`src/pio_params.svh`:
```
`ifndef PIO_PARAMS_SVH
`define PIO_PARAMS_SVH

// flag pins and bus word.
`define PIO_FLAGS 12
`define PIO_WORD 16

// low flag byte sits in word bits 7:0.
`define PIO_LO_W 8

`define PIO_ADDR_W 2

// register map.
`define PIO_A_PMASK 2'd0
`define PIO_A_PINT 2'd1
`define PIO_A_PFTYPE 2'd2
`define PIO_A_PFDATA 2'd3

`endif

```
`src/pioPkg.sv`:
```
`include "pio_params.svh"

package pioPkg;

  // one bit per flag pin.
  typedef logic [`PIO_FLAGS-1:0] pioFlags;

  typedef logic [`PIO_ADDR_W-1:0] pioAddr;

  // flag bits 11:8 in word 15:12, 7:0 in word 7:0.
  typedef struct packed {
    logic [`PIO_FLAGS-`PIO_LO_W-1:0]          flagHi;
    logic [`PIO_WORD-`PIO_FLAGS-1:0]          pad;
    logic [`PIO_LO_W-1:0]                     flagLo;
  } pioWordFields;

  // bus word, seen whole or as flag fields.
  typedef union packed {
    logic [`PIO_WORD-1:0] raw;
    pioWordFields         fields;
  } pioWord;

  // single-cycle strobes, no back-pressure.
  typedef struct packed {
    logic   wrStb;
    logic   rdStb;
    pioAddr addr;
    pioWord wdata;
  } pioBusReq;

endpackage

```
`src/pioRegs.sv`:
```
`timescale 1ns/10ps
`include "pio_params.svh"

module pioRegs import pioPkg::*;
(
  input  logic     PIOCLK0,
  input  logic     T_RST,
  input  pioBusReq busReq,
  input  pioFlags  pInt,
  input  pioFlags  pfData,
  output pioFlags  pMask,
  output pioFlags  pfType,
  output logic     pintWe,
  output logic     pfdataWe,
  output pioFlags  wrFlags,
  output pioWord   rdData,
  output logic     rdValid
);

  pioFlags rdSel;
  pioWord  rdWord;
  logic    maskWe;
  logic    typeWe;

  // unpack the write word, pad nibble dropped.
  assign wrFlags = {busReq.wdata.fields.flagHi, busReq.wdata.fields.flagLo};

  assign maskWe   = busReq.wrStb && (busReq.addr == `PIO_A_PMASK);
  assign typeWe   = busReq.wrStb && (busReq.addr == `PIO_A_PFTYPE);
  assign pintWe   = busReq.wrStb && (busReq.addr == `PIO_A_PINT);
  assign pfdataWe = busReq.wrStb && (busReq.addr == `PIO_A_PFDATA);

  always_ff @(posedge PIOCLK0 or posedge T_RST)
  begin
    if (T_RST)
    begin
      pMask  <= '0;
      pfType <= '0;
    end
    else
    begin
      if (maskWe)
      begin
        pMask <= wrFlags;
      end
      if (typeWe)
      begin
        pfType <= wrFlags; // 1 = output.
      end
    end
  end

  always_comb
  begin
    case (busReq.addr)
      `PIO_A_PMASK:  rdSel = pMask;
      `PIO_A_PINT:   rdSel = pInt;
      `PIO_A_PFTYPE: rdSel = pfType;
      default:       rdSel = pfData;
    endcase
  end

  // pack into word layout, 11:8 read as zero.
  always_comb
  begin
    rdWord.raw           = '0;
    rdWord.fields.flagHi = rdSel[`PIO_FLAGS-1:`PIO_LO_W];
    rdWord.fields.flagLo = rdSel[`PIO_LO_W-1:0];
  end

  always_ff @(posedge PIOCLK0 or posedge T_RST)
  begin
    if (T_RST)
    begin
      rdValid <= 1'b0;
    end
    else
    begin
      rdValid <= busReq.rdStb; // one cycle read latency.
    end
  end

  always_ff @(posedge PIOCLK0 or posedge T_RST)
  begin
    if (T_RST)
    begin
      rdData <= '0;
    end
    else if (busReq.rdStb)
    begin
      rdData <= rdWord;
    end
  end

  // a strobe must come with a clean address.
  addrKnown: assert property (
    @(posedge PIOCLK0) disable iff (T_RST)
    (busReq.wrStb || busReq.rdStb) |-> !$isunknown(busReq.addr)
  );

endmodule

```
`src/pioEdgeDetect.sv`:
```
`timescale 1ns/10ps

module pioEdgeDetect import pioPkg::*;
(
  input  logic    PIOCLK0,
  input  logic    T_RST,
  input  pioFlags pioIn,
  output pioFlags pinLevel,
  output pioFlags pinChange
);

  pioFlags pinSamp;
  pioFlags levelDly;
  pioFlags bothHi;
  pioFlags eitherHi;
  pioFlags levelNext;

  // previous pin sample.
  always_ff @(posedge PIOCLK0 or posedge T_RST)
  begin
    if (T_RST)
    begin
      pinSamp <= '0;
    end
    else
    begin
      pinSamp <= pioIn;
    end
  end

  assign bothHi   = pioIn & pinSamp;
  assign eitherHi = pioIn | pinSamp;

  // level only moves when both samples agree on the new value.
  assign levelNext = (pinLevel & eitherHi) | (~pinLevel & bothHi);

  always_ff @(posedge PIOCLK0 or posedge T_RST)
  begin
    if (T_RST)
    begin
      pinLevel <= '0;
      levelDly <= '0;
    end
    else
    begin
      pinLevel <= levelNext;
      levelDly <= pinLevel; // one cycle behind.
    end
  end

  assign pinChange = pinLevel ^ levelDly;

  // a change pulse needs a real level step.
  changeIsStep: assert property (
    @(posedge PIOCLK0) disable iff (T_RST)
    (pinChange & ~(pinLevel ^ $past(pinLevel))) == '0
  );

endmodule

```
`src/pioFlagData.sv`:
```
`timescale 1ns/10ps

module pioFlagData import pioPkg::*;
(
  input  logic    PIOCLK0,
  input  logic    T_RST,
  input  pioFlags pfType,
  input  pioFlags pinLevel,
  input  logic    pfdataWe,
  input  pioFlags wrFlags,
  output pioFlags pfData
);

  pioFlags outNext;
  pioFlags dataNext;

  // output pins take the write, else hold.
  assign outNext = pfdataWe ? wrFlags : pfData;

  always_comb
  begin
    for (int i = 0; i < $bits(pioFlags); i++)
    begin
      if (pfType[i])
      begin
        dataNext[i] = outNext[i];
      end
      else
      begin
        dataNext[i] = pinLevel[i]; // input pin follows filter.
      end
    end
  end

  always_ff @(posedge PIOCLK0 or posedge T_RST)
  begin
    if (T_RST)
    begin
      pfData <= '0;
    end
    else
    begin
      pfData <= dataNext;
    end
  end

endmodule

```
`src/pioIntCtrl.sv`:
```
`timescale 1ns/10ps

module pioIntCtrl import pioPkg::*;
(
  input  logic    PIOCLK0,
  input  logic    T_RST,
  input  pioFlags pinChange,
  input  pioFlags pfType,
  input  pioFlags pMask,
  input  logic    pintWe,
  input  pioFlags wrFlags,
  output pioFlags pInt,
  output logic    pioIntn
);

  pioFlags intSet;

  // only masked-in input pins raise a flag.
  assign intSet = pinChange & ~pfType & pMask;

  always_ff @(posedge PIOCLK0 or posedge T_RST)
  begin
    if (T_RST)
    begin
      pInt <= '0;
    end
    else if (pintWe)
    begin
      pInt <= wrFlags; // software write wins over a new set.
    end
    else
    begin
      pInt <= pInt | intSet;
    end
  end

  assign pioIntn = ~|(pMask & pInt);

  // no stale request out of reset.
  intIdleAfterReset: assert property (
    @(posedge PIOCLK0)
    $fell(T_RST) |-> pioIntn
  );

endmodule

```
`src/pioTop.sv`:
```
`timescale 1ns/10ps

module pioTop import pioPkg::*;
(
  input  logic     PIOCLK0,
  input  logic     T_RST,
  input  pioBusReq busReq,
  input  pioFlags  pioIn,
  output pioWord   rdData,
  output logic     rdValid,
  output pioFlags  pioOut,
  output pioFlags  pioEn,
  output logic     pioIntn
);

  pioFlags pMask;
  pioFlags pfType;
  pioFlags pInt;
  pioFlags pfData;
  pioFlags wrFlags;
  pioFlags pinLevel;
  pioFlags pinChange;
  logic    pintWe;
  logic    pfdataWe;

  pioRegs uRegs (
    .PIOCLK0  (PIOCLK0),
    .T_RST    (T_RST),
    .busReq   (busReq),
    .pInt     (pInt),
    .pfData   (pfData),
    .pMask    (pMask),
    .pfType   (pfType),
    .pintWe   (pintWe),
    .pfdataWe (pfdataWe),
    .wrFlags  (wrFlags),
    .rdData   (rdData),
    .rdValid  (rdValid)
  );

  pioEdgeDetect uEdge (
    .PIOCLK0   (PIOCLK0),
    .T_RST     (T_RST),
    .pioIn     (pioIn),
    .pinLevel  (pinLevel),
    .pinChange (pinChange)
  );

  pioFlagData uData (
    .PIOCLK0  (PIOCLK0),
    .T_RST    (T_RST),
    .pfType   (pfType),
    .pinLevel (pinLevel),
    .pfdataWe (pfdataWe),
    .wrFlags  (wrFlags),
    .pfData   (pfData)
  );

  pioIntCtrl uInt (
    .PIOCLK0   (PIOCLK0),
    .T_RST     (T_RST),
    .pinChange (pinChange),
    .pfType    (pfType),
    .pMask     (pMask),
    .pintWe    (pintWe),
    .wrFlags   (wrFlags),
    .pInt      (pInt),
    .pioIntn   (pioIntn)
  );

  assign pioOut = pfData;
  assign pioEn  = pfType; // 1 = pin driven.

endmodule

```
`config.mk`:
```
export PLATFORM = sky130hd
export DESIGN_NAME = pioTop
export DESIGN_NICKNAME = d
export VERILOG_FILES = /design/src/pioPkg.sv /design/src/pioRegs.sv /design/src/pioEdgeDetect.sv /design/src/pioFlagData.sv /design/src/pioIntCtrl.sv /design/src/pioTop.sv
export VERILOG_INCLUDE_DIRS = /design/src
export SDC_FILE = /design/constraint.sdc
export NUM_CORES = 1
export LEC_CHECK = 0
export BUFFER_PORTS_ARGS = -buffer_cell sky130_fd_sc_hd__buf_2
export CORE_MARGIN = 1
export CORE_UTILIZATION = 25
export DETAILED_ROUTE_END_ITERATION = 12
export GPL_TIMING_DRIVEN = 0
export SKIP_CTS_REPAIR_TIMING = 1
export SLEW_MARGIN = 40
export SYNTH_ARGS = -nofsm -noshare
export SYNTH_HDL_FRONTEND = slang
export SYNTH_SLANG_ARGS = --single-unit
```
`constraint.sdc`:
```
create_clock -name PIOCLK0 -period 3.9 [get_ports PIOCLK0]
set_input_delay 0.78 -clock PIOCLK0 [delete_from_list [all_inputs] [get_ports PIOCLK0]]
set_output_delay 0.78 -clock PIOCLK0 [all_outputs]
set_load 0.01 [all_outputs]
```
==> results of run 1 <==
[metrics by stage]
stage | TNS, ns | cells
2_1_floorplan | 0 | 336
3_3_place_gp | -47.96 | 619
3_5_place_dp | 0 | 620
4_1_cts | 0 | 636
5_1_grt | 0 | 636
6_report | 0 | 636
[worst max-delay path, stage by stage (launching register included)]
cell and delay, ns:
dfrtp_1 0.40, a22o_1 0.26, a221oi_1 0.28, and3_1 0.21, buf_2 0.15
[where the power goes]
group	internal [mW]	leakage [nW]	switching (mW)
sequential	1.17	1.12	0.134
combinational	0.244	1.05	0.266
clock	0.644	0.166	0.381
total	2.05	2.33	0.781
[cell families after synthesis]
| family | count (synthesis) |
|---|---|
| fa+ha+maj | 12 |
| mux | 48 |
| other cells | 1 |
| simple gates | 56 |
| compound gates | 66 |
| buf+inv | 41 |
| xor+xnor | 12 |
| flops | 97 |
[per-layer routing]
metal  up-vias  GRT usage
met4         0     0.0383
met3        10     0.0549
met1      1401      0.166
li1       1317          -
met5         -          0
met2        83      0.207
[state kept, by name, indices dropped and copies added (netlist names)]
name / count
uData.pfData: 12
uEdge.levelDly: 12
uEdge.pinLevel: 12
uEdge.pinSamp: 12
uInt.pInt: 12
uRegs.pMask: 12
uRegs.pfType: 12
uRegs.rdData: 12
uRegs.rdValid: 1
[placed cells by master, fill, tap and decap left out]
master | Yosys | routed
xor2_1 | 12 | 12
clkbuf_1 | 3 | 4
mux2_2 | 36 | 36
bufinv_16 | 0 | 3
buf_16 | 0 | 1
nor2_1 | 24 | 24
nand3_1 | 1 | 1
inv_1 | 25 | 24
a31oi_1 | 12 | 12
dfrtp_1 | 97 | 97
and3_1 | 1 | 1
buf_2 | 2 | 69
a221oi_1 | 3 | 3
buf_6 | 5 | 5
maj3_1 | 12 | 12
nand3b_4 | 1 | 1
nand2_1 | 25 | 25
clkinvlp_4 | 0 | 1
conb_1 | 1 | 4
nand3b_2 | 1 | 1
and3_2 | 1 | 1
a22o_1 | 3 | 3
clkbuf_16 | 0 | 9
mux2i_1 | 12 | 12
buf_4 | 6 | 6
a21oi_1 | 36 | 36
o221ai_1 | 12 | 12
clkinv_2 | 0 | 1
clkbuf_8 | 0 | 1
and2b_1 | 1 | 1
inv_8 | 0 | 1
nor3b_4 | 1 | 1
[worst max-delay path by stage]
stage	cells past startpoint	from	slack (ns)	end
2_1_floorplan	1	T_RST	0.59	uData.pfData[0]$_DFFE_PP0P_
3_3_place_gp	2	T_RST	-0.50	uEdge.pinSamp[8]$_DFF_PP0_
3_5_place_dp	6	busReq[16]	1.77	uData.pfData[2]$_DFFE_PP0P_
4_1_cts	4	uRegs.pMask[4]$_DFFE_PP0P_	1.48	pioIntn
5_1_grt	4	uInt.pInt[7]$_DFF_PP0_	1.39	pioIntn
6_report	4	uInt.pInt[7]$_DFF_PP0_	1.47	pioIntn
[final cells by class]
| type | instances | area share |
|---|---|---|
| plain buffers | 16 | 0.0242 |
| clock buffers | 11 | 0.0479 |
| clock inverters | 5 | 0.0202 |
| inverters | 25 | 0.0200 |
| multi-input cells | 198 | 0.284 |
| flip-flops and latches | 97 | 0.479 |
| well taps | 216 | 0.0533 |
| repair buffers | 68 | 0.0716 |
==> flow_metrics.env, run 1 <==
export IMPL_status="complete, no violations"
export IMPL_synth_compound_area_share=0.101
export IMPL_vias=2811
export IMPL_r2r_end="uRegs.rdData[4]$_DFFE_PP0P_"
export IMPL_final_min_clock_period_ns=2.43
export IMPL_fin_util=0.319
export IMPL_drt_met1_wl_mm=4.44
export IMPL_fp_row_count=46
export IMPL_drt_wl_total_mm=10.1
export IMPL_clk_path_buf_depth=2
export IMPL_die_x_um=130
export IMPL_synth_area_leader_cell="dfrtp_1"
export IMPL_port_buffers=67
export IMPL_synthDistinctLibCells=25
export IMPL_cp_arrival_ns=1.65
export IMPL_first_iter_violations=202
export IMPL_antenna_left=0
export IMPL_p_leak_nw=2.33
export IMPL_worst_slew_pin_slew_ns=0.700
export IMPL_io_pins=76
export IMPL_start_util=0.256
export IMPL_dp_slack_ns=1.77
export IMPL_yosysMostFrequentCell="dfrtp_1"
export IMPL_top_layer="met4"
export IMPL_clock_root_buffer="clkbuf_16"
export IMPL_ys_top_cells_by_area="dfrtp_1, mux2_2, a21oi_1, maj3_1, mux2i_1"
export IMPL_nNetsFinal=449
export IMPL_wl_met3_um=816
export IMPL_dieArea_um2=16800
export IMPL_hold_ws_ns=0.342
export IMPL_grt_pass1_wl_mm=16.2
export IMPL_hold_path_class="primary input to async pin"
export IMPL_cts_tree="built"
export IMPL_irDropWorstVdd_uv=220
export IMPL_r2r_cells=3
export IMPL_critical_path_class="flop to output pin"
export IMPL_h_tree_depth=3
export IMPL_dr_pass1_iters=4
export IMPL_grt_pass1_vias=2929
export IMPL_cts_made_buffers=9
export IMPL_antenna_found_initial=0
export IMPL_maxCapViolCount=0
export IMPL_regArea_um2=2430
export IMPL_synth_fa_ha_area_frac=0.0295
export IMPL_power_density_nw_per_um2=559
export IMPL_synthArstFlopShare=1.00
export IMPL_vias_per_cell=4.42
export IMPL_areaGrowthSynthToFinish_pct=24.5
export IMPL_ys_seq_area_frac=0.596
export IMPL_hold_violations=0
export IMPL_final_area_um2=5070
export IMPL_ys_flop_type="dfrtp_1"
export IMPL_gp_congestion=0.735
export IMPL_maxSlewViolCount=0
export IMPL_synthTopCellsByCount="dfrtp_1, a21oi_1, mux2_2"
export IMPL_critPathLaunchType="flop"
export IMPL_yosys_area_top_type_share=0.596
export IMPL_r2r_start="uRegs.pMask[4]$_DFFE_PP0P_"
export IMPL_gr_usage_all_layers=0.132
export IMPL_setup_ws_ns=1.47
export IMPL_drive_gt1_frac=0.326
export IMPL_hpwl_mm=6.80
export IMPL_final_fill_count=1645
export IMPL_post_synth_cell_area_avg_um2=12.2
export IMPL_multi_input_comb_area_um2=1440
export IMPL_synth_seq_cells=97
export IMPL_synth_edf_count=0
export IMPL_core_area_um2=15900
export IMPL_n_antenna_cell=0
export IMPL_synth_area_um2=4070
export IMPL_synth_top_family_by_area="multiplexers"
export IMPL_setup_viol=0
export IMPL_grt_max_degree=83
export IMPL_wl_met2_mm=4.75
export IMPL_required_ns=3.12
export IMPL_synthCells=333
export IMPL_worst_path_max_fanout=3
export IMPL_drc=0
export IMPL_grt_overflow_total=0
export IMPL_synthSimpleGateAreaFrac=0.0639
export IMPL_insertion_delay_ns=0.35
export IMPL_critPathCaptureType="output pin"
export IMPL_rsz0062_at_grt="false"
export IMPL_fmaxAchievable_mhz=411
export IMPL_power_mw=2.84
export IMPL_yosysWarnings=0
export IMPL_die_h_um=130
export IMPL_fin_crit_sh=0.623
export IMPL_cts_num_sinks=97
export IMPL_place_area_um2=4720
export IMPL_path_clk_slew_ns=0.07
export IMPL_routedWlPerCell_um=15.9
export IMPL_rrSetupSlack_ns=2.88
export IMPL_synthMuxAreaShare=0.129
export IMPL_synth_xor_area_share=0.0258
export IMPL_relSlewSlack=0.534
export IMPL_finClkSkew_ns=0.00672
No activity file was read; power rests on OpenSTA's default activity.
==> run 2, diff against run 1 <==
==> constraint.sdc (replaced) <==
create_clock -name PIOCLK0 -period 2.41 [get_ports PIOCLK0]
set_input_delay 0.482 -clock PIOCLK0 [delete_from_list [all_inputs] [get_ports PIOCLK0]]
set_output_delay 0.482 -clock PIOCLK0 [all_outputs]
set_load 0.01 [all_outputs]
==> run 2 against run 1 <==
Power rose by 54%. Final area fell by 0.37%. Sequential share of layout area rose by 0.18 points. Wire length fell by 0.82%. Clock-buffer cell count rose by 2. Flip-flop and latch count did not move. Highest routed layer unchanged.
==> flow_metrics.env, run 2 (synthesis results as in run 1) <==
export IMPL_status="complete, no violations"
export IMPL_vias=2766
export IMPL_rsz0062_at_grt="false"
export IMPL_hpwl_mm=7.04
export IMPL_worst_slew_pin_slew_ns=0.774
export IMPL_gr_usage_all_layers=0.129
export IMPL_instances_no_fill=637
export IMPL_fmaxAchievable_mhz=471
export IMPL_final_common_cell="dfrtp_1"
export IMPL_first_iter_violations=147
export IMPL_cts_tree="built"
export IMPL_dr_pass1_iters=5
export IMPL_critPathLaunchType="flop"
export IMPL_antenna_found_initial=0
export IMPL_dp_slack_ns=0.542
export IMPL_drt_wl_total_mm=10.0
export IMPL_nNetsFinal=451
export IMPL_io_pins=76
export IMPL_irDropWorstVdd_uv=362
export IMPL_core_area_um2=15900
export IMPL_dp_cells=622
export IMPL_areaGrowthSynthToFinish_pct=24.0
export IMPL_cts_made_buffers=9
export IMPL_final_area_um2=5050
export IMPL_setup_ws_ns=0.287
export IMPL_fin_util=0.318
export IMPL_cp_arrival_ns=1.64
export IMPL_antenna_left=0
export IMPL_tns_ns=0
export IMPL_vias_per_cell=4.34
export IMPL_hold_violations=0
export IMPL_insertion_delay_ns=0.34
export IMPL_gp_congestion=0.761
export IMPL_maxCapViolCount=0
export IMPL_final_min_clock_period_ns=2.12
export IMPL_dieArea_um2=16800
export IMPL_grt_pass1_vias=2878
export IMPL_h_tree_depth=3
export IMPL_finClkSkew_ns=0.00597
export IMPL_path_clk_slew_ns=0.06
export IMPL_fp_row_count=46
export IMPL_die_x_um=130
export IMPL_relSlewSlack=0.484
export IMPL_hold_path_class="primary input to async pin"
export IMPL_hold_ws_ns=0.184
export IMPL_clock_root_buffer="clkbuf_16"
export IMPL_start_util=0.256
export IMPL_drive_gt1_frac=0.325
export IMPL_port_buffers=67
export IMPL_die_h_um=130
export IMPL_grt_overflow_total=0
export IMPL_grt_max_degree=27
export IMPL_routedWlPerCell_um=15.8
export IMPL_p_leak_nw=2.32
export IMPL_drc=0
export IMPL_clk_path_buf_depth=2
export IMPL_power_mw=4.37
export IMPL_place_area_um2=4750
export IMPL_required_ns=1.93
export IMPL_cts_num_sinks=97
export IMPL_n_antenna_cell=0
export IMPL_final_cell_mix="dfrtp_1, buf_2, a21oi_1, mux2_2, nand2_1"
export IMPL_critPathCaptureType="output pin"
export IMPL_critical_path_class="flop to output pin"
export IMPL_setup_viol=0
export IMPL_worst_path_max_fanout=3
export IMPL_power_density_nw_per_um2=865
export IMPL_grt_pass1_wl_mm=15.9
export IMPL_fin_crit_sh=0.881
export IMPL_maxSlewViolCount=0
[run 2: layout make-up]
cell class,count,area (um2)
sequential,97,2430
multi-input combinational,198,1440
tap,216,270
buffer,16,123
clock inverter,2,37.5
clock buffer,13,260
timing repair buffer,70,395
fill,1654,10800
inverter,25,97.6
[run 2: critical path, stage by stage (launching register included)]
cell and delay, ns:
dfrtp_1 0.39, a22o_1 0.27, a221oi_1 0.26, and3_1 0.24, buf_2 0.14
[run 2: worst paths after layout]
| kind | start | to | slack, ns | cells past startpoint |
|---|---|---|---|---|
| min in group PIOCLK0 | pioIn[10] | uEdge.pinSamp[10]$_DFF_PP0_ | 0.26 | 1 |
| worst min-delay path | T_RST | uEdge.pinSamp[7]$_DFF_PP0_ | 0.18 | 2 |
| worst max-delay path | uInt.pInt[4]$_DFF_PP0_ | pioIntn | 0.29 | 4 |
| worst max register to register | uRegs.pMask[8]$_DFFE_PP0P_ | uRegs.rdData[12]$_DFFE_PP0P_ | 1.38 | 3 |
| max in group asynchronous | T_RST | uEdge.pinLevel[9]$_DFF_PP0_ | 1.51 | 4 |
| worst min register to register | uEdge.pinLevel[11]$_DFF_PP0_ | uEdge.levelDly[11]$_DFF_PP0_ | 0.46 | 0 |
[run 2: where the power goes]
part / switching, mW / leakage, nW / internal, mW
Combinational: 0.431 / 1.05 / 0.399
Sequential: 0.215 / 1.12 / 1.89
Clock: 0.578 / 0.142 / 0.856
Total: 1.22 / 2.32 / 3.14
[run 2: metal layers]
| layer | up-vias | track usage | part of all wire |
|---|---|---|---|
| li1 | 1327 | - | - |
| met1 | 1349 | 0.161 | 0.45 |
| met2 | 80 | 0.207 | 0.47 |
| met3 | 10 | 0.0483 | 0.066 |
| met4 | 0 | 0.0363 | 0.014 |
| met5 | - | 0 | 0 |
